## config.mk

```make
export PLATFORM = sky130hd
export DESIGN_NAME = pred_select
export DESIGN_NICKNAME = d
export VERILOG_FILES = /design/src/verilog/config_pkg.sv /design/src/verilog/bp_pkg.sv /design/src/verilog/pred_select.sv
export SDC_FILE = /design/constraint.sdc
export NUM_CORES = 1
export LEC_CHECK = 0
export BUFFER_PORTS_ARGS = -buffer_cell sky130_fd_sc_hd__buf_2
export CAP_MARGIN = 20
export CORE_MARGIN = 8
export CORE_UTILIZATION = 38
export CTS_BUF_LIST = sky130_fd_sc_hd__clkbuf_16
export CTS_CLUSTER_DIAMETER = 150
export CTS_CLUSTER_SIZE = 16
export DETAILED_ROUTE_END_ITERATION = 10
export PLACE_DENSITY = 0.72
export SYNTH_ARGS = -nofsm -noshare
export SYNTH_HDL_FRONTEND = slang
export SYNTH_SLANG_ARGS = --single-unit
```

## constraint.sdc

```tcl
create_clock -name clk_i -period 0.9 [get_ports clk_i]
set_input_delay 0.135 -clock clk_i [delete_from_list [all_inputs] [get_ports clk_i]]
set_output_delay 0.135 -clock clk_i [all_outputs]
set_load 0.01 [all_outputs]
```

## src/verilog/config_pkg.sv

```systemverilog
package config_pkg;

  // ~~~~~~~~~~~~~~~~~~~~~~~~~~~~~~~~~~~~~~~~
  // Address and instruction geometry
  // ~~~~~~~~~~~~~~~~~~~~~~~~~~~~~~~~~~~~~~~~

  localparam int unsigned PLEN = 32;  // Physical address width in bits.
  localparam int unsigned ILEN = 32;  // Instruction width in bits.

  localparam int unsigned INSTR_BYTES = ILEN / 8;  // Bytes per instruction.

  // Word aligned instructions leave the two low PC bits constant.
  localparam int unsigned INSTR_ADDR_LSB = $clog2(INSTR_BYTES);

  // ~~~~~~~~~~~~~~~~~~~~~~~~~~~~~~~~~~~~~~~~
  // Fetch group shape
  // ~~~~~~~~~~~~~~~~~~~~~~~~~~~~~~~~~~~~~~~~

  localparam int unsigned INSTR_PER_FETCH = 2;  // Slots predicted per fetch cycle.

  typedef logic [PLEN-1:0] pc_t;

endpackage

```

## src/verilog/bp_pkg.sv

```systemverilog
package bp_pkg;

  // ~~~~~~~~~~~~~~~~~~~~~~~~~~~~~~~~~~~~~~~~
  // History and table sizes
  // ~~~~~~~~~~~~~~~~~~~~~~~~~~~~~~~~~~~~~~~~

  localparam int unsigned GHR_BITS = 8;
  typedef logic [GHR_BITS-1:0] ghr_t;

  localparam int unsigned SC_ENTRIES  = 512;
  localparam int unsigned SC_IDX_W    = 9;
  localparam int unsigned SC_CTR_BITS = 4;
  localparam int unsigned SC_PC_SALT   = 3;  // Salt of the PC fold in the SC index.
  localparam int unsigned SC_HIST_SALT = 5;  // Salt of the history fold.
  typedef logic [SC_IDX_W-1:0] sc_idx_t;
  typedef logic signed [SC_CTR_BITS-1:0] sc_ctr_t;

  localparam sc_ctr_t SC_MAX    = sc_ctr_t'(7);
  localparam sc_ctr_t SC_MIN    = sc_ctr_t'(-8);
  localparam sc_ctr_t SC_THRESH = sc_ctr_t'(3);  // Magnitude at which SC is trusted.

  localparam int unsigned BHT_ENTRIES = 256;
  localparam int unsigned BHT_IDX_W   = 8;
  typedef logic [BHT_IDX_W-1:0] bht_idx_t;
  typedef logic [1:0] bht_ctr_t;

  localparam bht_ctr_t BHT_MAX  = 2'd3;
  localparam bht_ctr_t BHT_MIN  = 2'd0;
  localparam bht_ctr_t BHT_INIT = 2'b01;  // Weakly not taken.

  // ~~~~~~~~~~~~~~~~~~~~~~~~~~~~~~~~~~~~~~~~
  // Interface structs
  // ~~~~~~~~~~~~~~~~~~~~~~~~~~~~~~~~~~~~~~~~

  typedef logic [config_pkg::INSTR_PER_FETCH-1:0] slot_bits_t;

  typedef struct packed {
    logic              valid;
    config_pkg::pc_t   base_pc;
  } bp_req_t;

  typedef struct packed {
    logic       valid;
    slot_bits_t taken;
    slot_bits_t sc_used;
    ghr_t       ghr;
  } bp_rsp_t;

  typedef struct packed {
    logic            valid;
    config_pkg::pc_t pc;
    ghr_t            ghr;  // History echoed back from the prediction.
    logic            taken;
  } bp_update_t;

  typedef struct packed {
    slot_bits_t taken;
    slot_bits_t confident;
  } sc_pred_t;

  // Address of the given slot within a fetch group.
  function automatic config_pkg::pc_t slot_pc(input config_pkg::pc_t base_pc,
                                              input int unsigned slot);
    slot_pc = base_pc + config_pkg::pc_t'(config_pkg::INSTR_BYTES * slot);
  endfunction

endpackage

```

## src/verilog/pred_select.sv

```systemverilog
`timescale 1ns/1ps

module pred_select (
  input  logic               clk_i,
  input  logic               rst_i,
  input  logic               req_valid_i,
  input  bp_pkg::slot_bits_t base_taken_i,
  input  bp_pkg::sc_pred_t   sc_pred_i,
  input  bp_pkg::ghr_t       ghr_i,
  output bp_pkg::bp_rsp_t    rsp_o
);

  bp_pkg::slot_bits_t sel_taken;
  bp_pkg::bp_rsp_t    rsp_q;

  // ~~~~~~~~~~~~~~~~~~~~~~~~~~~~~~~~~~~~~~~~
  // Per-slot selection
  // ~~~~~~~~~~~~~~~~~~~~~~~~~~~~~~~~~~~~~~~~

  always_comb begin
    for (int s = 0; s < config_pkg::INSTR_PER_FETCH; s++) begin
      if (sc_pred_i.confident[s]) begin
        sel_taken[s] = sc_pred_i.taken[s];  // Corrector overrides the bimodal guess.
      end else begin
        sel_taken[s] = base_taken_i[s];
      end
    end
  end

  // ~~~~~~~~~~~~~~~~~~~~~~~~~~~~~~~~~~~~~~~~
  // Response register
  // ~~~~~~~~~~~~~~~~~~~~~~~~~~~~~~~~~~~~~~~~

  always_ff @(posedge clk_i or posedge rst_i) begin
    if (rst_i) begin
      rsp_q <= '0;
    end else begin
      rsp_q.valid   <= req_valid_i;
      rsp_q.sc_used <= req_valid_i ? sc_pred_i.confident : '0;  // Mask is clean when idle.
      if (req_valid_i) begin
        rsp_q.taken <= sel_taken;
        rsp_q.ghr   <= ghr_i;  // History used for the lookup, echoed back by the core.
      end
    end
  end

  assign rsp_o = rsp_q;

endmodule

```

==> results_dict.tcl <==
set metrics [dict create \
    core_area_um2 1270 \
    viasPerCell 4.41 \
    grt_pass1_vias 416 \
    die_area_um2 2720 \
    setup_viol 0 \
    ios 30 \
    min_path_type "in2reg" \
    worst_pin_slew_ps 277 \
    ys_seq_elements 13 \
    maxSlewHeadroom 0.815 \
    totalWireLength_um 1120 \
    slew_violations 0 \
    p_leak_nw 0.410 \
    fin_skew_ps 0 \
    final_util 0.614 \
    h-tree-depth 1 \
    crit_buf_inv 1 \
    critical_path_class "reg2out" \
    clock_sinks 13 \
    antenna_found_initial 0 \
    fin_setup_tns_ps 0 \
    nets 86 \
    root_buffer "clkbuf_16" \
    place_ws_ps 31.2 \
    p_per_area_nw_per_um2 2190 \
    grt_use_total 0.0868 \
    drive_gt1_frac 0.691 \
    syn_area_um2 498 \
    diodes 0 \
    cp_max_fo 2 \
    syn_inst 31 \
    highest_layer "met3" \
    dr.pass1.iters 3 \
    vias 366 \
    layout_worst_path_cycle_share 0.985 \
    cts_tree "yes" \
    syn_to_final_growth_pct 56.5 \
    hold_viol_final 0 \
    cap_violations 0 \
    critPathCaptureType "output port" \
    path_delay_family "flip-flops" \
    status "complete, no violations" \
    yosysUniqueCellTypes 9 \
    critPathLaunchType "register" \
    grt_pass1_wl_um 1750 \
    peakVddDrop_uv 1210 \
    met2WireLength_um 529 \
    rows 13 \
    critPathRequiredTime_ps 760 \
    cts_buffers 3 \
    routabilityCongestion 0.653 \
    fillers 99 \
    worstPathArrival_ps 750 \
    synth_nets 48 \
    yosysWarningCount 0 \
    synth.avg_cell_area_um2 16.1 \
    layout_setup_ws_ps 13.3 \
    timing.final.crit_period_ps 887 \
    wl_per_cell_um 13.5 \
    path_cells "buf_2" \
    drc 0 \
    die_h_um 52.2 \
    die_x_um 52.2 \
    hpwl_um 870 \
    clock_insertion_delay_worst_skew_ps 240 \
    io_buffers 29 \
    grt_max_degree 14 \
    drtIter0Drc 3 \
    drtAntennaViolNets 0 \
    ys_seq_area_frac 0.653 \
    path_clk_slew_ps 40 \
    initial_core_util 0.393 \
    whs_ps 127 \
    max_stage_delay_ps 370 \
    wl_met3_um 166 \
    cp_slowest_cell "dfrtp_1" \
    timing.fmax_ghz 1.13 \
    met1_length_um 424 \
    cts_buffer_depth 2 \
    largest_register_ffs 13 \
    rsz0062_at_grt "true" \
    power_mw 1.71 \
    overflow 0 \
]
routing by layer:
layer,track usage,vias up
met2,0.136,19
met5,0,-
li1,-,178
met4,0.0129,0
met3,0.0739,0
met1,0.0889,169
path summary, 6_finish.rpt:
kind	startpoint	endpoint	slack (ps)	cells past startpoint
worst max-delay path	rsp_o[11]	rsp_o[11]	10	1
worst min-delay path	ghr_i[3]	rsp_o[3]	130	2
worst max register to register	rsp_o[0]	rsp_o[0]	30	2
worst min register to register	rsp_o[3]	rsp_o[3]	500	1
max in group asynchronous	rst_i	rsp_o[12]	300	3
min in group asynchronous	rst_i	rsp_o[8]	400	3
timing repair:
action / in CTS / in global routing
setup endpoints to repair: 0 / 21
gates resized for setup: 0 / 2
buffers inserted: 0 / 3
hold buffers: 1 / 0
hold endpoints to repair: 13 / 0
final cells by class:
cell class | count | area, um2 | area share
Multi-Input combinational cell | 16 | 158 | 0.202
Clock inverter | 1 | 3.75 | 0.00482
Tap cell | 15 | 18.8 | 0.0241
Clock buffer | 3 | 75.1 | 0.0963
Sequential cell | 13 | 325 | 0.417
Inverter | 1 | 7.51 | 0.00963
Timing Repair Buffer | 34 | 191 | 0.246
kinds of logic after synthesis:
group,synth area share
muxes,0.251
AOI/OAI and AO/OA,0.0201
DFF,0.653
buffers and inverters,0.0301
and+or+nand+nor,0.0452
report_power, final:
group,leakage [nW],total (mW),switching (mW),internal (mW)
logic,0.215,0.243,0.103,0.140
clock network,0.0423,0.804,0.220,0.584
registers,0.153,0.663,0.0239,0.639
cell usage in the layout, fill, tap and decap left out:
master         count
a21oi_1            2
and2_2             2
buf_2             28
buf_4              4
buf_6              1
clkbuf_16          3
clkinvlp_4         1
dfrtp_1           13
dlygate4sd3_1      1
inv_1              1
mux2_2             4
mux2_4             4
mux2i_1            2
nor2_1             2
synthesized netlist by cell type, drive strengths merged:
library cell  number  area share
dfrtp             13        0.65
mux2               8        0.21
a21oi              2       0.020
and2               2       0.030
mux2i              2       0.040
nor2               2       0.015
buf                1       0.023
inv                1      0.0075
per-stage QoR:
step | instances | instance area [um2]
global route | 83 | 779
detailed placement | 75 | 658
finish | 83 | 779
CTS | 80 | 747
floorplan | 31 | 498
global placement | 75 | 658
No activity file was read; power rests on OpenSTA's default activity.
