File: src/verilog/config_pkg.sv
package config_pkg;

  // ~~~~~~~~~~~~~~~~~~~~~~~~~~~~~~~~~~~~~~~~
  // Address and instruction geometry
  // ~~~~~~~~~~~~~~~~~~~~~~~~~~~~~~~~~~~~~~~~

  localparam int unsigned PLEN = 32;  // Physical address width in bits.
  localparam int unsigned ILEN = 32;  // Instruction width in bits.

  localparam int unsigned INSTR_BYTES = ILEN / 8;  // Bytes per instruction.

  // Word aligned instructions leave the two low PC bits constant.
  localparam int unsigned INSTR_ADDR_LSB = $clog2(INSTR_BYTES);

  // ~~~~~~~~~~~~~~~~~~~~~~~~~~~~~~~~~~~~~~~~
  // Fetch group shape
  // ~~~~~~~~~~~~~~~~~~~~~~~~~~~~~~~~~~~~~~~~

  localparam int unsigned INSTR_PER_FETCH = 2;  // Slots predicted per fetch cycle.

  typedef logic [PLEN-1:0] pc_t;

endpackage

File: src/verilog/bp_pkg.sv
package bp_pkg;

  // ~~~~~~~~~~~~~~~~~~~~~~~~~~~~~~~~~~~~~~~~
  // History and table sizes
  // ~~~~~~~~~~~~~~~~~~~~~~~~~~~~~~~~~~~~~~~~

  localparam int unsigned GHR_BITS = 8;
  typedef logic [GHR_BITS-1:0] ghr_t;

  localparam int unsigned SC_ENTRIES  = 512;
  localparam int unsigned SC_IDX_W    = 9;
  localparam int unsigned SC_CTR_BITS = 4;
  localparam int unsigned SC_PC_SALT   = 3;  // Salt of the PC fold in the SC index.
  localparam int unsigned SC_HIST_SALT = 5;  // Salt of the history fold.
  typedef logic [SC_IDX_W-1:0] sc_idx_t;
  typedef logic signed [SC_CTR_BITS-1:0] sc_ctr_t;

  localparam sc_ctr_t SC_MAX    = sc_ctr_t'(7);
  localparam sc_ctr_t SC_MIN    = sc_ctr_t'(-8);
  localparam sc_ctr_t SC_THRESH = sc_ctr_t'(3);  // Magnitude at which SC is trusted.

  localparam int unsigned BHT_ENTRIES = 256;
  localparam int unsigned BHT_IDX_W   = 8;
  typedef logic [BHT_IDX_W-1:0] bht_idx_t;
  typedef logic [1:0] bht_ctr_t;

  localparam bht_ctr_t BHT_MAX  = 2'd3;
  localparam bht_ctr_t BHT_MIN  = 2'd0;
  localparam bht_ctr_t BHT_INIT = 2'b01;  // Weakly not taken.

  // ~~~~~~~~~~~~~~~~~~~~~~~~~~~~~~~~~~~~~~~~
  // Interface structs
  // ~~~~~~~~~~~~~~~~~~~~~~~~~~~~~~~~~~~~~~~~

  typedef logic [config_pkg::INSTR_PER_FETCH-1:0] slot_bits_t;

  typedef struct packed {
    logic              valid;
    config_pkg::pc_t   base_pc;
  } bp_req_t;

  typedef struct packed {
    logic       valid;
    slot_bits_t taken;
    slot_bits_t sc_used;
    ghr_t       ghr;
  } bp_rsp_t;

  typedef struct packed {
    logic            valid;
    config_pkg::pc_t pc;
    ghr_t            ghr;  // History echoed back from the prediction.
    logic            taken;
  } bp_update_t;

  typedef struct packed {
    slot_bits_t taken;
    slot_bits_t confident;
  } sc_pred_t;

  // Address of the given slot within a fetch group.
  function automatic config_pkg::pc_t slot_pc(input config_pkg::pc_t base_pc,
                                              input int unsigned slot);
    slot_pc = base_pc + config_pkg::pc_t'(config_pkg::INSTR_BYTES * slot);
  endfunction

endpackage

File: src/verilog/base_bht.sv
`timescale 1ns/1ps

module base_bht (
  input  logic               clk_i,
  input  logic               rst_i,
  input  bp_pkg::bp_req_t    req_i,
  input  bp_pkg::bp_update_t update_i,
  output bp_pkg::slot_bits_t taken_o
);

  config_pkg::pc_t  rd_pc   [config_pkg::INSTR_PER_FETCH];
  bp_pkg::bht_idx_t rd_idx  [config_pkg::INSTR_PER_FETCH];
  bp_pkg::bht_idx_t upd_idx;
  bp_pkg::bht_ctr_t upd_ctr;
  bp_pkg::bht_ctr_t ctr_q   [bp_pkg::BHT_ENTRIES];

  // ~~~~~~~~~~~~~~~~~~~~~~~~~~~~~~~~~~~~~~~~
  // Lookup
  // ~~~~~~~~~~~~~~~~~~~~~~~~~~~~~~~~~~~~~~~~

  always_comb begin
    for (int s = 0; s < config_pkg::INSTR_PER_FETCH; s++) begin
      rd_pc[s]   = bp_pkg::slot_pc(req_i.base_pc, s);
      rd_idx[s]  = rd_pc[s][config_pkg::INSTR_ADDR_LSB +: bp_pkg::BHT_IDX_W];
      taken_o[s] = ctr_q[rd_idx[s]][1];  // Upper half of the range means taken.
    end
  end

  // ~~~~~~~~~~~~~~~~~~~~~~~~~~~~~~~~~~~~~~~~
  // Training
  // ~~~~~~~~~~~~~~~~~~~~~~~~~~~~~~~~~~~~~~~~

  assign upd_idx = update_i.pc[config_pkg::INSTR_ADDR_LSB +: bp_pkg::BHT_IDX_W];

  always_comb begin
    upd_ctr = ctr_q[upd_idx];
    if (update_i.taken) begin
      if (upd_ctr != bp_pkg::BHT_MAX) begin
        upd_ctr = upd_ctr + 2'd1;
      end
    end else begin
      if (upd_ctr != bp_pkg::BHT_MIN) begin
        upd_ctr = upd_ctr - 2'd1;
      end
    end
  end

  always_ff @(posedge clk_i or posedge rst_i) begin
    if (rst_i) begin
      for (int e = 0; e < bp_pkg::BHT_ENTRIES; e++) begin
        ctr_q[e] <= bp_pkg::BHT_INIT;
      end
    end else if (update_i.valid) begin
      ctr_q[upd_idx] <= upd_ctr;  // Same cycle lookups still see the old value.
    end
  end

endmodule

File: config.mk
export PLATFORM = sky130hd
export DESIGN_NAME = base_bht
export DESIGN_NICKNAME = d
export VERILOG_FILES = /design/src/verilog/config_pkg.sv /design/src/verilog/bp_pkg.sv /design/src/verilog/base_bht.sv
export SDC_FILE = /design/constraint.sdc
export NUM_CORES = 2
export LEC_CHECK = 0
export ABC_AREA = 1
export BUFFER_PORTS_ARGS = -buffer_cell sky130_fd_sc_hd__buf_2
export CAP_MARGIN = 20
export CORE_UTILIZATION = 25
export CTS_BUF_LIST = sky130_fd_sc_hd__clkbuf_8
export CTS_CLUSTER_SIZE = 12
export DETAILED_ROUTE_END_ITERATION = 12
export GPL_TIMING_DRIVEN = 0
export PLACE_DENSITY = 0.44
export SETUP_SLACK_MARGIN = 0.3
export SLEW_MARGIN = 20
export SYNTH_ARGS = -nofsm -noshare
export SYNTH_HDL_FRONTEND = slang
export SYNTH_SLANG_ARGS = --single-unit
File: constraint.sdc
create_clock -name clk_i -period 16 [get_ports clk_i]
set_input_delay 0 -clock clk_i [delete_from_list [all_inputs] [get_ports clk_i]]
set_output_delay 0 -clock clk_i [all_outputs]
set_load 0.01 [all_outputs]
==> flow_summary_export.csv <==
group,metric,value,unit
placement,dpl_worst_slack,11.19,ns
yosys,async_reset_ff_frac,1.000,
setup_path,crit_fanout,10,
hold_path,hold_depth,8,
detailed_routing,drtIter0Drc,4674,
setup_path,r2r-end,"ctr_q[193]",
clock_network,cts_tree,"yes",
clock_network,post_cts_resized,0,
yosys,yosysWarnings,0,
detailed_routing,ant_nets,0,
pwr,power.share.combinational,0.172,
yosys,synth.area.top_cells,"nand2_1 26%, dfstp_2 21%, dfrtp_1 20%",
yosys,avgSynthCellArea,6.456,µm²
detailed_routing,drt_first_pass_iters,7,
sta,hold_viol_final,0,
finish,fin_nets,5198,
clock_network,clkSlewWorstSetupHoldPaths,0.06,ns
clock_network,htree_levels,3,
pwr,sw_frac_of_total,0.3363,
global_routing,grt_use_total,0.3159,
outcome,run_status,"finished clean",
detailed_routing,routedWlPerCell,30.53,µm
global_routing,grt_pass1_vias,33940,
sta,slew_headroom,0.1008,
sta,fin_crit_sh,0.3139,
setup_path,worstPathRequired,16.67,ns
clock_network,cts_made_buffers,98,
finish,largest_register_ffs,512,
clock_network,cts-hold-fix-buffers,4,
clock_network,clk_path_buf_depth,3,
placement,globalplace.congestion,1.080,
die,rows,131,
sta,tightestPinTransition,1.349,ns
die,die_x,360.4,µm
pwr,clockPowerShare,0.406,
yosys,ys_ff_latch,512,
pwr,irDropWorstVdd,0.05405,mV
finish,reg.largest.list,"ctr_q: 512 flops",
sta,setup_ws,10.98,ns
yosys,synth_commonest_cells,"2200 x nand2_1, 423 x nand3_1, 408 x inv_1",
hold_path,hold_end,"ctr_q[364]",
pwr,power.density,88.18,nW/µm²
detailed_routing,wl_met3,21100,µm
setup_path,timing.rr.start,"ctr_q[311]",
die,core-area,127500,µm²
finish,drive_gt1_frac,0.1156,
clock_network,cts.sinks,512,
finish,top_register,"ctr_q",
global_routing,antenna_found_initial,18,
pwr,p_leak,0.01695,µW
clock_network,cts_setup_buffers,0,
yosys,yosysTopAreaCellShare,0.2572,
yosys,syn_nets,5052,
yosys,netlist_instances,4974,
hold_path,hold_class,"in -> reg",
setup_path,cp-startpoint,"update_i[14]",
detailed_routing,drc,0,
clock_network,clk_latency,0.78,ns
yosys,ys_seq_area_frac,0.4090,
setup_path,ff2ff_path_depth,18,
setup_path,crit_path_start_kind,"primary input",
placement,dpl.hpwl,147900,µm
yosys,synth_cell_types,32,
sta,fin_crit,5.023,ns
hold_path,hp-start,"update_i[13]",
sta,finClkSkew,0.05131,ns
die,boundaryPins,79,
setup_path,worstPathArrival,5.70,ns
detailed_routing,vias,36990,
detailed_routing,vias_per_cell,5.382,
pwr,seqPwrFrac,0.422,
detailed_routing,totalWireLength,209900,µm
sta,rsz0062_at_grt,"false",
yosys,synth.most_common_cell,"nand2_1",
global_routing,grt_max_degree,94,
detailed_routing,wl_met1,88210,µm
placement,port_buffers,16,
pwr,power.net_switching,1097,µW
die,die_area,129900,µm²
setup_path,rrSetupSlack,12.40,ns
detailed_routing,dr_wl_met2,86720,µm
flow_run,maxCapViolations,0,
finish,areaGrowthSynthToFinish,15.19,%
global_routing,grt_pass1_wl,284100,µm
sta,setup_violations,0,
pwr,finalPower,3262,µW
finish,fill_cells,14340,
yosys,synth_edf_count,0,
clock_network,clock-root-buffer,"clkbuf_8",
finish,post-route-util,0.2901,
sta,clock.fmax,199.1,MHz
yosys,synth-main-ff-cell,"dfstp_2",
die,start_util,0.2518,
yosys,syn_area,32110,µm²
setup_path,setup.worst_path.class,"in -> reg",
yosys,synth.largest_area_cell,"nand2_1",
pwr,intPower,2165,µW
detailed_routing,highest_layer,"met5",
setup_path,cp-end-kind,"flop",
sta,finalMaxSlewViolations,0,
die,die_h,360.4,µm
global_routing,grt_overflow,0,
## area by class of cell
type	count	area [µm²]	share of cell area
clock inverters	57	259.0	0.007002
repair buffers	46	715.7	0.01935
diodes	12	30.03	0.0008118
clock buffers	123	1693	0.04576
flip-flops and latches	512	13130	0.3550
plain buffers	313	1439	0.03890
well taps	1662	2079	0.05622
inverters	422	1602	0.04330
multi-input cells	3727	16040	0.4336
## worst max-delay path by stage
stage                             to
final                     ctr_q[193]
after global routing      ctr_q[193]
after CTS                 ctr_q[193]
after detailed placement  ctr_q[193]
after global placement      ctr_q[3]
after floorplan           ctr_q[101]
## power by group through the flow
stage,Sequential [µW],Clock [µW],Combinational (µW)
floorplan,1390,0,248
finish,1380,1320,563
CTS,1380,1350,534
detailed placement,1400,0,532
global placement,1400,0,517
global route,1380,1410,566
## placed cells by master, fill, tap and decap left out, drive strengths merged, types with 4 or more instances in the layout
| cell type | netlist | routed |
|---|---|---|
| mux2i | 13 | 13 |
| o31ai | 4 | 4 |
| nor2 | 298 | 298 |
| dfrtp | 256 | 256 |
| dfstp | 256 | 256 |
| nand3 | 423 | 423 |
| buf | 134 | 176 |
| o22ai | 16 | 16 |
| o21ai | 297 | 297 |
| dlygate4sd3 | 0 | 4 |
| xor2 | 6 | 6 |
| a21oi | 138 | 138 |
| a22oi | 32 | 32 |
| o211ai | 53 | 53 |
| nand4 | 47 | 47 |
| nand2 | 2201 | 2201 |
| clkinv | 12 | 15 |
| clkbuf | 179 | 302 |
| diode | 0 | 12 |
| nor3 | 171 | 171 |
| inv | 410 | 459 |
| o221ai | 18 | 18 |
| clkinvlp | 0 | 4 |
## critical path, stage by stage
cell,delay [ns]
dlygate4sd3_1,0.52
buf_2,0.17
nand2_1,0.25
inv_1,0.32
clkbuf_1,0.99
buf_2,0.84
nand2_1,0.28
nand2_1,0.13
nor2_1,0.05
nor2_1,0.08
nor2_1,0.05
nand2_1,0.17
nand2_1,0.10
nand2_1,0.08
nor2_1,0.06
nand2_1,0.32
buf_2,0.49
buf_2,0.35
nand3_1,0.27
nand2_1,0.13
## per-layer routing
metal | vias to the layer above | track usage
met5 | - | 0
met4 | 6 | 0.1840
met3 | 560 | 0.07656
met2 | 2205 | 0.4577
met1 | 18090 | 0.4248
li1 | 16130 | -
## logic make-up (layout without fill, tap and decap cells)
family / Yosys count / count (layout) / synth area share
xor gates and xnor gates: 6 / 6 / 0.001636
adders and majority gates: 1 / 1 / 0.0003896
AOI/OAI and AO/OA: 563 / 563 / 0.09780
buffers and inverters: 735 / 961 / 0.09223
DFF: 512 / 512 / 0.4090
other: 0 / 12 / 0
and+or+nand+nor: 3144 / 3144 / 0.3949
muxes: 13 / 13 / 0.004052
## per-stage QoR
stage	cell area (µm²)	std cells	setup TNS [ns]	hold slack, ns
final	36990	6874	0	0.05398
after global routing	36970	6864	0	0.1005
after CTS	36920	6860	0	0.005890
after detailed placement	34930	6676	0	0.06437
after global placement	34270	6652	-1413.82	0.4526
after floorplan	32110	4974	0	0.1348
(Power assumes the default switching activity.)
