`config.mk`:
```
export PLATFORM = sky130hd
export DESIGN_NAME = ghr_tracker
export DESIGN_NICKNAME = d
export VERILOG_FILES = /design/src/verilog/config_pkg.sv /design/src/verilog/bp_pkg.sv /design/src/verilog/ghr_tracker.sv
export SDC_FILE = /design/constraint.sdc
export NUM_CORES = 1
export LEC_CHECK = 0
export BUFFER_PORTS_ARGS = -buffer_cell sky130_fd_sc_hd__buf_4
export CORE_AREA = 2 2 39 41
export CTS_CLUSTER_SIZE = 30
export DETAILED_ROUTE_END_ITERATION = 12
export DIE_AREA = 0 0 41 43
export HOLD_SLACK_MARGIN = 0.12
export PLACE_DENSITY_LB_ADDON = 0.08
export SLEW_MARGIN = 15
export SYNTH_ARGS = -nofsm -noshare
export SYNTH_HDL_FRONTEND = slang
export SYNTH_SLANG_ARGS = --single-unit
export TNS_END_PERCENT = 30
```
`constraint.sdc`:
```
create_clock -name clk_i -period 2.2 [get_ports clk_i]
set_input_delay 0.44 -clock clk_i [delete_from_list [all_inputs] [get_ports clk_i]]
set_output_delay 0.44 -clock clk_i [all_outputs]
set_load 0.03 [all_outputs]
```
`src/verilog/config_pkg.sv`:
```
package config_pkg;

  // ~~~~~~~~~~~~~~~~~~~~~~~~~~~~~~~~~~~~~~~~
  // Address and instruction geometry
  // ~~~~~~~~~~~~~~~~~~~~~~~~~~~~~~~~~~~~~~~~

  localparam int unsigned PLEN = 32;  // Physical address width in bits.
  localparam int unsigned ILEN = 32;  // Instruction width in bits.

  localparam int unsigned INSTR_BYTES = ILEN / 8;  // Bytes per instruction.

  // Word aligned instructions leave the two low PC bits constant.
  localparam int unsigned INSTR_ADDR_LSB = $clog2(INSTR_BYTES);

  // ~~~~~~~~~~~~~~~~~~~~~~~~~~~~~~~~~~~~~~~~
  // Fetch group shape
  // ~~~~~~~~~~~~~~~~~~~~~~~~~~~~~~~~~~~~~~~~

  localparam int unsigned INSTR_PER_FETCH = 2;  // Slots predicted per fetch cycle.

  typedef logic [PLEN-1:0] pc_t;

endpackage

```
`src/verilog/bp_pkg.sv`:
```
package bp_pkg;

  // ~~~~~~~~~~~~~~~~~~~~~~~~~~~~~~~~~~~~~~~~
  // History and table sizes
  // ~~~~~~~~~~~~~~~~~~~~~~~~~~~~~~~~~~~~~~~~

  localparam int unsigned GHR_BITS = 8;
  typedef logic [GHR_BITS-1:0] ghr_t;

  localparam int unsigned SC_ENTRIES  = 512;
  localparam int unsigned SC_IDX_W    = 9;
  localparam int unsigned SC_CTR_BITS = 4;
  localparam int unsigned SC_PC_SALT   = 3;  // Salt of the PC fold in the SC index.
  localparam int unsigned SC_HIST_SALT = 5;  // Salt of the history fold.
  typedef logic [SC_IDX_W-1:0] sc_idx_t;
  typedef logic signed [SC_CTR_BITS-1:0] sc_ctr_t;

  localparam sc_ctr_t SC_MAX    = sc_ctr_t'(7);
  localparam sc_ctr_t SC_MIN    = sc_ctr_t'(-8);
  localparam sc_ctr_t SC_THRESH = sc_ctr_t'(3);  // Magnitude at which SC is trusted.

  localparam int unsigned BHT_ENTRIES = 256;
  localparam int unsigned BHT_IDX_W   = 8;
  typedef logic [BHT_IDX_W-1:0] bht_idx_t;
  typedef logic [1:0] bht_ctr_t;

  localparam bht_ctr_t BHT_MAX  = 2'd3;
  localparam bht_ctr_t BHT_MIN  = 2'd0;
  localparam bht_ctr_t BHT_INIT = 2'b01;  // Weakly not taken.

  // ~~~~~~~~~~~~~~~~~~~~~~~~~~~~~~~~~~~~~~~~
  // Interface structs
  // ~~~~~~~~~~~~~~~~~~~~~~~~~~~~~~~~~~~~~~~~

  typedef logic [config_pkg::INSTR_PER_FETCH-1:0] slot_bits_t;

  typedef struct packed {
    logic              valid;
    config_pkg::pc_t   base_pc;
  } bp_req_t;

  typedef struct packed {
    logic       valid;
    slot_bits_t taken;
    slot_bits_t sc_used;
    ghr_t       ghr;
  } bp_rsp_t;

  typedef struct packed {
    logic            valid;
    config_pkg::pc_t pc;
    ghr_t            ghr;  // History echoed back from the prediction.
    logic            taken;
  } bp_update_t;

  typedef struct packed {
    slot_bits_t taken;
    slot_bits_t confident;
  } sc_pred_t;

  // Address of the given slot within a fetch group.
  function automatic config_pkg::pc_t slot_pc(input config_pkg::pc_t base_pc,
                                              input int unsigned slot);
    slot_pc = base_pc + config_pkg::pc_t'(config_pkg::INSTR_BYTES * slot);
  endfunction

endpackage

```
`src/verilog/ghr_tracker.sv`:
```
`timescale 1ns/1ps

module ghr_tracker (
  input  logic               clk_i,
  input  logic               rst_i,
  input  bp_pkg::bp_update_t update_i,
  output bp_pkg::ghr_t       ghr_o
);

  bp_pkg::ghr_t ghr_q;
  bp_pkg::ghr_t ghr_d;

  // Oldest direction drops off the top, newest enters at bit 0.
  assign ghr_d = {ghr_q[bp_pkg::GHR_BITS-2:0], update_i.taken};

  always_ff @(posedge clk_i or posedge rst_i) begin
    if (rst_i) begin
      ghr_q <= '0;
    end else if (update_i.valid) begin
      ghr_q <= ghr_d;  // Only resolved branches shift the history.
    end
  end

  assign ghr_o = ghr_q;

endmodule

```
==> run summary, run 1 <==
Share of cells above drive strength 1: 70.97%
DRC: 0
Lkg Pwr: 0.2325 nW
1st-iter DRT viols: 1
# Max-Cap Violations: 0
First-pass DRT Iterations: 2
Area growth syn-to-layout: 33.96%
Critical Path End Type: primary output
Worst EP required: 1.76 ns
First-pass GRT wire length: 869 um
Final worst path period need: 1.262 ns
Largest net degree at the start of global routing: 9
PD cells: 1209 mW/mm^2
GRT Total Usage: 8.418%
Ports: 52
Max reg flops: 8
Ant diodes: 0
Reg-to-reg setup timing slack: 1.42 ns
Num CTS Buffers: 3
Critical path depth in cells: 1
Outcome: finished, final reports clean
Initial Util: 24.23%
Power Total: 0.5431 mW
Most frequent cells in the layout: buf_4 (11), mux2_4 (8), dfrtp_1 (8)
Initial antenna violation count: 0
Final hold violations: 0
Grt ovf: 0
Setup CP Type: register to primary output
Sequential area share after synthesis: 59.70%
CP arrival: 0.82 ns
Worst-Skew Late Latency: 0.25 ns
RSZ-0062 raised after global routing: no
Final count of pins violating max slew: 0
Worst-Margin Slew: 0.3073 ns
Detailed Route WL: 581 um
Critical Path Fanout Max: 3
Vias in the first global route: 198
CTS H-tree depth: 1
Fmax: 792.7 MHz
Clock Tree Root: clkbuf_4
Die Height: 43 um
Routed WL per cell: 12.36 um
Setup TNS: 0 ns
Setup Skew: 0.003194 ns
Ratio of final minimum period to clock period: 57.34%
Synth cell types: 4
Worst reg-to-reg path cell count: 1
Antenna viol nets, final: 0
Worst IR Drop VDD: 0.0004045 V
Startpoint Class: register
Die ar.: 0.001763 mm^2
Delay-heaviest family, CP: flip-flops
Die width: 41 um
Post-Syn Instances: 18
Final setup viols: 0
Nets: 77
Cell total after placement: 44
Placeable Area: 0.001384 mm^2
Yosys reg bits: 8
Clk pin slew, worst setup/hold paths: 0.05 ns
DR vias: 191
Crit path buffers/inverters: 1
Post-CTS Resized: 0
Commonest non-fill, non-tap cell in the layout: buf_4
Buffers on Ports: 11
Critical Path, Cell by Cell: buf_4
Ys Warns: 0
DP Worst Slack: 1.137 ns
Mapped Avg Cell Area: 18.63 um^2
CP peak stage delay: 0.40 ns
Post-synthesis net count: 62
Worst Hold Class: input port to async pin
# Post-CTS Setup Buffers: 0
Worst relative slew slack: 79.49%
Hold Buf Count CTS: 0
Post-route setup slack: 0.9385 ns
Final cell count without fillers: 47
CTS tree: done
Rows: 14
Synthesized area: 335.3 um^2
Slowest CP cell: dfrtp_1
Vias/cell: 4.064
Clock sink count: 8
Clock Path Buffers: 2
GP Congestion: 0.6072
-- final cells by class --
| type | instances | area, um^2 |
|---|---|---|
| Fill cell | 148 | 934.6 |
| Sequential cell | 8 | 200.2 |
| Multi-Input combinational cell | 8 | 120.1 |
| Timing Repair Buffer | 11 | 82.58 |
| Clock buffer | 3 | 22.52 |
| Tap cell | 16 | 20.02 |
| Inverter | 1 | 3.754 |
-- synthesized netlist by cell type --
| master | number | area (um^2) |
|---|---|---|
| buf_6 | 1 | 11.26 |
| dfrtp_1 | 8 | 200.2 |
| inv_1 | 1 | 3.750 |
| mux2_4 | 8 | 120.1 |
-- through the flow --
step                instance area (um^2)  hold slack, ns  util [%]
finish                             449.2          0.1370     32.46
global route                       449.2          0.1526     32.46
CTS                                449.2          0.1317     32.46
detailed placement                 426.7          0.4068     30.83
global placement                   426.7          0.4043     30.83
floorplan                          335.3          0.2557         -
-- worst paths after layout --
kind                                   endpoint                 start
setup / recovery                       ghr_o[4]  ghr_o[4]$_DFFE_PP0P_
hold / removal             ghr_o[6]$_DFFE_PP0P_                 rst_i
setup reg to reg           ghr_o[1]$_DFFE_PP0P_  ghr_o[1]$_DFFE_PP0P_
hold reg to reg            ghr_o[7]$_DFFE_PP0P_  ghr_o[7]$_DFFE_PP0P_
max in group asynchronous  ghr_o[2]$_DFFE_PP0P_                 rst_i
min in group clk_i         ghr_o[0]$_DFFE_PP0P_           update_i[0]
-- report_power, final --
group          internal (mW)  switching (mW)
logic                  0.105           0.112
registers              0.187          0.0321
clock network         0.0620          0.0444
-- logic make-up after synthesis --
kind of cell / after synthesis / share of synthesized area [%]
multiplexers: 8 / 35.82
buffers and inverters: 2 / 4.476
flip-flops: 8 / 59.70
-- routing by layer --
layer  vias up  routed length (um)  GRT usage [%]
met5         -                   0              0
met4         0                   0          4.000
met3         0                  64          7.853
met2        11                 256          9.063
met1        94                 260          10.96
li1         86                   -              -
Note: power is estimated with default switching activity, not from simulation.
==> inputs of run 2 (changes only) <==
--- a/config.mk
+++ b/config.mk
@@ -6,10 +6,9 @@
 export NUM_CORES = 1
 export LEC_CHECK = 0
 export BUFFER_PORTS_ARGS = -buffer_cell sky130_fd_sc_hd__buf_4
-export CORE_AREA = 2 2 39 41
+export CORE_UTILIZATION = 24
 export CTS_CLUSTER_SIZE = 30
 export DETAILED_ROUTE_END_ITERATION = 12
-export DIE_AREA = 0 0 41 43
 export HOLD_SLACK_MARGIN = 0.12
 export PLACE_DENSITY_LB_ADDON = 0.08
 export SLEW_MARGIN = 15
==> constraint.sdc (replaced) <==
create_clock -name clk_i -period 1.1 [get_ports clk_i]
set_input_delay 0.22 -clock clk_i [delete_from_list [all_inputs] [get_ports clk_i]]
set_output_delay 0.22 -clock clk_i [all_outputs]
set_load 0.03 [all_outputs]
==> run summary, run 2 (same netlist as run 1, synthesis figures left out) <==
Worst relative slew slack: 79.76% (+0.27 points)
Largest net degree at the start of global routing: 9 (unchanged)
Clk pin slew, worst setup/hold paths: 0.05 ns (about the same)
Final worst path period need: 1.046 ns
DRC: 0 (unchanged)
Placeable Area: 0.001301 mm^2 (-6.0%)
Buffers on Ports: 11 (unchanged)
Max reg flops: 8 (unchanged)
Lkg Pwr: 0.2367 nW (+1.8%)
GP Congestion: 0.6125 (+0.87%)
Slowest CP cell: dfrtp_1
FF+latch area: 200.2 um^2 (unchanged)
Setup CP Type: register to primary output
Clock Path Buffers: 2 (unchanged)
Worst EP required: 0.88 ns (-0.88 ns)
Outcome: finished, final reports clean
Commonest non-fill, non-tap cell in the layout: buf_4
Critical Path, Cell by Cell: buf_4
FILL cells: 136 (-8.1%)
Share of cells above drive strength 1: 68.75% (-2.2 points)
PD cells: 2364 mW/mm^2 (+95%)
Grt ovf: 0 (unchanged)
Antenna viol nets, final: 0 (unchanged)
Fmax: 956.4 MHz
Design area: 457.9 um^2 (+1.9%)
CTS tree: done
Ports: 52 (unchanged)
CTS H-tree depth: 1 (unchanged)
Area of the multi-input gates: 120.1 um^2 (unchanged)
Die width: 39.38 um (-4.0%)
Ant diodes: 0 (unchanged)
Final cell count without fillers: 47 (unchanged)
Routed WL per cell: 10.98 um (-11%)
Most frequent cells in the layout: buf_4 (11), mux2_4 (8), dfrtp_1 (8)
Vias/cell: 4.106 (+1.0%)
Startpoint Class: register
Cell total after placement: 43 (-2.3%)
Clock Tree Root: clkbuf_4
Setup TNS: 0 ns (unchanged)
Worst Hold Class: input port to register
# Max-Cap Violations: 0 (unchanged)
Crit path buffers/inverters: 1 (unchanged)
First-pass DRT Iterations: 1 (-1)
Rows: 13 (-1)
GRT Total Usage: 8.124% (-0.29 points)
CP peak stage delay: 0.40 ns (about the same)
Die Height: 39.38 um (-8.4%)
Final count of pins violating max slew: 0 (unchanged)
Critical Path Fanout Max: 3 (unchanged)
DR vias: 193 (+1.0%)
Initial antenna violation count: 0 (unchanged)
Nets: 78 (+1.3%)
Detailed Route WL: 516 um (-11%)
Ratio of final minimum period to clock period: 95.06%
Vias in the first global route: 200 (+1.0%)
Worst-Margin Slew: 0.3032 ns (-0.004094 ns)
Post-DP Area: 425.4 um^2 (-0.29%)
Critical Path End Type: primary output
RSZ-0062 raised after global routing: no
Area growth syn-to-layout: 36.57%
Worst IR Drop VDD: 0.0007347 V (+82%)
Final setup viols: 0 (unchanged)
Die ar.: 0.001551 mm^2 (-12%)
Worst-Skew Late Latency: 0.24 ns (about the same)
Setup Skew: 0.002547 ns (-0.0006465 ns)
1st-iter DRT viols: 0 (-1)
CP arrival: 0.83 ns (about the same)
First-pass GRT wire length: 814 um (-6.3%)
Clock sink count: 8 (unchanged)
Initial Util: 25.77% (+1.5 points)
Final hold violations: 0 (unchanged)
Delay-heaviest family, CP: flip-flops
Num CTS Buffers: 3 (unchanged)
-- run 2: routing by layer --
| metal | part of all wire (%) | wire length [um] | vias to the layer above | track usage (%) |
|---|---|---|---|---|
| li1 | - | - | 89 | - |
| met1 | 51 | 261 | 95 | 10.88 |
| met2 | 43 | 220 | 9 | 10.42 |
| met3 | 6.6 | 34 | 0 | 3.409 |
| met4 | 0 | 0 | 0 | 5.172 |
| met5 | 0 | 0 | - | 0 |
-- run 2: final cells by class --
type / instances / area share [%]
Clock buffer: 3 / 4.918
Sequential cell: 8 / 43.72
Multi-Input combinational cell: 8 / 26.23
Inverter: 1 / 0.8197
Timing Repair Buffer: 12 / 20.22
Tap cell: 15 / 4.098
-- run 2: what timing repair did --
item | in CTS | in global routing
gates resized for setup | 0 | 0
hold buffers | 1 | 0
setup buffers | 0 | 0
endpoints found under the hold margin | 8 | 0
-- run 2: stage by stage --
stage               power [mW]  hold WS, ns  worst slack (ns)  utilization [%]
floorplan               0.7221      0.03566            0.2000                -
global placement        0.8717       0.1842            0.2694            32.69
detailed placement      0.8738       0.1899            0.2566            32.69
CTS                      1.102       0.1938           0.04730            35.19
global route             1.146       0.1929           0.02813            35.19
finish                   1.082       0.2047           0.05438            35.19
-- run 2: final timing paths --
| path | depth (start not counted) | startpoint | slack [ns] | endpoint |
|---|---|---|---|---|
| worst max-delay path | 1 | ghr_o[5]$_DFFE_PP0P_ | 0.05 | ghr_o[5] |
| max in group asynchronous | 3 | rst_i | 0.39 | ghr_o[0]$_DFFE_PP0P_ |
| worst max register to register | 1 | ghr_o[5]$_DFFE_PP0P_ | 0.31 | ghr_o[5]$_DFFE_PP0P_ |
| worst min register to register | 1 | ghr_o[7]$_DFFE_PP0P_ | 0.51 | ghr_o[7]$_DFFE_PP0P_ |
| min in group asynchronous | 3 | rst_i | 0.48 | ghr_o[2]$_DFFE_PP0P_ |
| worst min-delay path | 2 | update_i[0] | 0.20 | ghr_o[0]$_DFFE_PP0P_ |
-- run 2: report_power, final --
group / total [mW] / internal [mW] / switching (mW) / leakage (nW)
registers: 0.434 / 0.374 / 0.0599 / 0.0945
logic: 0.437 / 0.213 / 0.224 / 0.128
clock network: 0.211 / 0.124 / 0.0875 / 0.0138
total: 1.08 / 0.711 / 0.371 / 0.237
==> inputs of run 3 (changes only) <==
--- a/config.mk
+++ b/config.mk
@@ -6,9 +6,10 @@
 export NUM_CORES = 1
 export LEC_CHECK = 0
 export BUFFER_PORTS_ARGS = -buffer_cell sky130_fd_sc_hd__buf_4
-export CORE_UTILIZATION = 24
+export CORE_AREA = 2 2 39 41
 export CTS_CLUSTER_SIZE = 30
 export DETAILED_ROUTE_END_ITERATION = 12
+export DIE_AREA = 0 0 41 43
 export HOLD_SLACK_MARGIN = 0.12
 export PLACE_DENSITY_LB_ADDON = 0.08
 export SLEW_MARGIN = 15
==> constraint.sdc (replaced) <==
create_clock -name clk_i -period 1.2 [get_ports clk_i]
set_input_delay 0.24 -clock clk_i [delete_from_list [all_inputs] [get_ports clk_i]]
set_output_delay 0.24 -clock clk_i [all_outputs]
set_load 0.03 [all_outputs]
==> run summary, run 3 (same netlist as run 1, synthesis figures left out) <==
Comb pwr share: 40.2% (about the same)
Final worst path period need: 1.062 ns
Hold Crit Depth: 2 (unchanged)
Pint: 0.6521 mW (-8.3%)
Worst flop-to-flop path startpoint: ghr_o[1]$_DFFE_PP0P_
Final hold violations: 0 (unchanged)
DR vias: 195 (+1.0%)
Hold_sp: update_i[0]
Psw: 0.3461 mW (-6.7%)
First-pass GRT wire length: 883 um (+8.5%)
Ant diodes: 0 (unchanged)
Outcome: finished, final reports clean
Post-route setup slack: 0.1385 ns (+0.08410 ns)
Ports: 52 (unchanged)
First-pass DRT Iterations: 2 (+1)
CP peak stage delay: 0.40 ns (about the same)
Routed WL per cell: 12.15 um (+11%)
Max reg flops: 8 (unchanged)
Met2 wire len: 255 um (+16%)
Cell total after placement: 44 (+2.3%)
Clk pwr share: 19.5% (about the same)
Clock Path Buffers: 2 (unchanged)
Worst IR Drop VDD: 0.0007419 V (+0.97%)
Worst flop-to-flop path endpoint: ghr_o[1]$_DFFE_PP0P_
Setup CP Type: register to primary output
Worst-Skew Late Latency: 0.25 ns (about the same)
Vias/cell: 4.063 (-1.1%)
Most frequent cells in the layout: buf_4 (11), mux2_4 (8), dfrtp_1 (8)
Worst-Margin Slew: 0.3073 ns (+0.004091 ns)
Placeable Area: 0.001384 mm^2 (+6.3%)
Reg-to-reg setup timing slack: 0.42 ns (+0.11 ns)
Met3 WL: 64 um (+88%)
Critical Path End Type: primary output
Power Total: 0.9982 mW (-7.8%)
DRC: 0 (unchanged)
Clock sink count: 8 (unchanged)
Slowest CP cell: dfrtp_1
Buffers on Ports: 11 (unchanged)
Commonest non-fill, non-tap cell in the layout: buf_4
Hold EP: ghr_o[0]$_DFFE_PP0P_
Share of cells above drive strength 1: 68.75% (unchanged)
# Max-Cap Violations: 0 (unchanged)
Worst reg-to-reg path cell count: 1 (unchanged)
Initial antenna violation count: 0 (unchanged)
Ratio of final minimum period to clock period: 88.46%
Num CTS Buffers: 3 (unchanged)
Setup Skew: 0.003194 ns (+0.0006465 ns)
1st-iter DRT viols: 1 (+1)
Util after Layout: 33.18% (-2.0 points)
DP Worst Slack: 0.3367 ns (+0.08009 ns)
Top Metal Used: met3
Critical Path, Cell by Cell: buf_4
Final setup viols: 0 (unchanged)
Grt ovf: 0 (unchanged)
CTS tree: done
Seq pwr share: 40.3% (+0.2 points)
Lkg Pwr: 0.2367 nW (unchanged)
Rows: 14 (+1)
Nets: 78 (unchanged)
CTS H-tree depth: 1 (unchanged)
Clock Tree Root: clkbuf_4
Final count of pins violating max slew: 0 (unchanged)
Setup TNS: 0 ns (unchanged)
Critical Path Fanout Max: 3 (unchanged)
Initial Util: 24.23% (-1.5 points)
Clk pin slew, worst setup/hold paths: 0.05 ns (about the same)
Antenna viol nets, final: 0 (unchanged)
Met1 wire length: 263 um (+0.77%)
PD cells: 2174 mW/mm^2 (-8.0%)
Worst relative slew slack: 79.49% (-0.27 points)
Die ar.: 0.001763 mm^2 (+14%)
Delay-heaviest family, CP: flip-flops
Area growth syn-to-layout: 36.94%
Crit path buffers/inverters: 1 (unchanged)
Fmax: 942.0 MHz
GRT Total Usage: 8.519% (+0.40 points)
CP arrival: 0.82 ns (about the same)
Worst Hold Class: input port to register
Detailed Route WL: 583 um (+13%)
RSZ-0062 raised after global routing: no
Sw frac: 34.67% (+0.39 points)
Vias in the first global route: 200 (unchanged)
Startpoint Class: register
GP Congestion: 0.6072 (-0.87%)
Die Height: 43 um (+9.2%)
Worst EP required: 0.96 ns (+0.08 ns)
Die width: 41 um (+4.1%)
Final cell count without fillers: 48 (+2.1%)
Largest net degree at the start of global routing: 9 (unchanged)
run 3: cell counts in the layout (fill, tap and decap cells not counted):
Identical to the previous run, type by type.
run 3: worst max path at each step:
stage                         startpoint              endpoint  slack, ns  cells after the start
detailed placement          update_i[41]  ghr_o[7]$_DFFE_PP0P_       0.34                      2
floorplan           ghr_o[0]$_DFFE_PP0P_  ghr_o[0]$_DFFE_PP0P_       0.30                      1
global placement            update_i[41]  ghr_o[7]$_DFFE_PP0P_       0.35                      2
global route        ghr_o[1]$_DFFE_PP0P_              ghr_o[1]       0.09                      1
CTS                 ghr_o[1]$_DFFE_PP0P_              ghr_o[1]       0.12                      1
finish              ghr_o[4]$_DFFE_PP0P_              ghr_o[4]       0.14                      1
run 3: power by group through the flow:
stage / registers [mW] / clock network [mW] / logic [mW]
detailed placement: 0.408 / 0 / 0.400
global placement: 0.400 / 0 / 0.400
CTS: 0.406 / 0.210 / 0.405
floorplan: 0.540 / 0 / 0.122
global route: 0.414 / 0.225 / 0.422
finish: 0.402 / 0.195 / 0.401
run 3: layout make-up:
| class | count | area, um^2 |
|---|---|---|
| Sequential cell | 8 | 200.2 |
| Inverter | 1 | 3.754 |
| Tap cell | 16 | 20.02 |
| Timing Repair Buffer | 12 | 92.59 |
| Multi-Input combinational cell | 8 | 120.1 |
| Fill cell | 148 | 924.6 |
| Clock buffer | 3 | 22.52 |
run 3: repair_timing:
| action | in CTS | in global routing |
|---|---|---|
| resized for setup | 0 | 0 |
| setup endpoints to repair | 0 | 0 |
| setup buffers | 0 | 0 |
| hold endpoints to repair | 8 | 0 |
| hold buffers | 1 | 0 |
run 3: metal layers:
layer | GRT usage, % | up-vias
met2 | 9.063 | 11
met1 | 11.30 | 96
met3 | 7.853 | 0
met5 | 0 | -
met4 | 4.000 | 0
li1 | - | 88
run 3: per-stage QoR:
step           hold WS, ns  cell area, um^2
6_report            0.2243            459.2
4_1_cts             0.2132            459.2
5_1_grt             0.2088            459.2
2_1_floorplan      0.05566            335.3
3_5_place_dp        0.2068            426.7
3_3_place_gp        0.2043            426.7
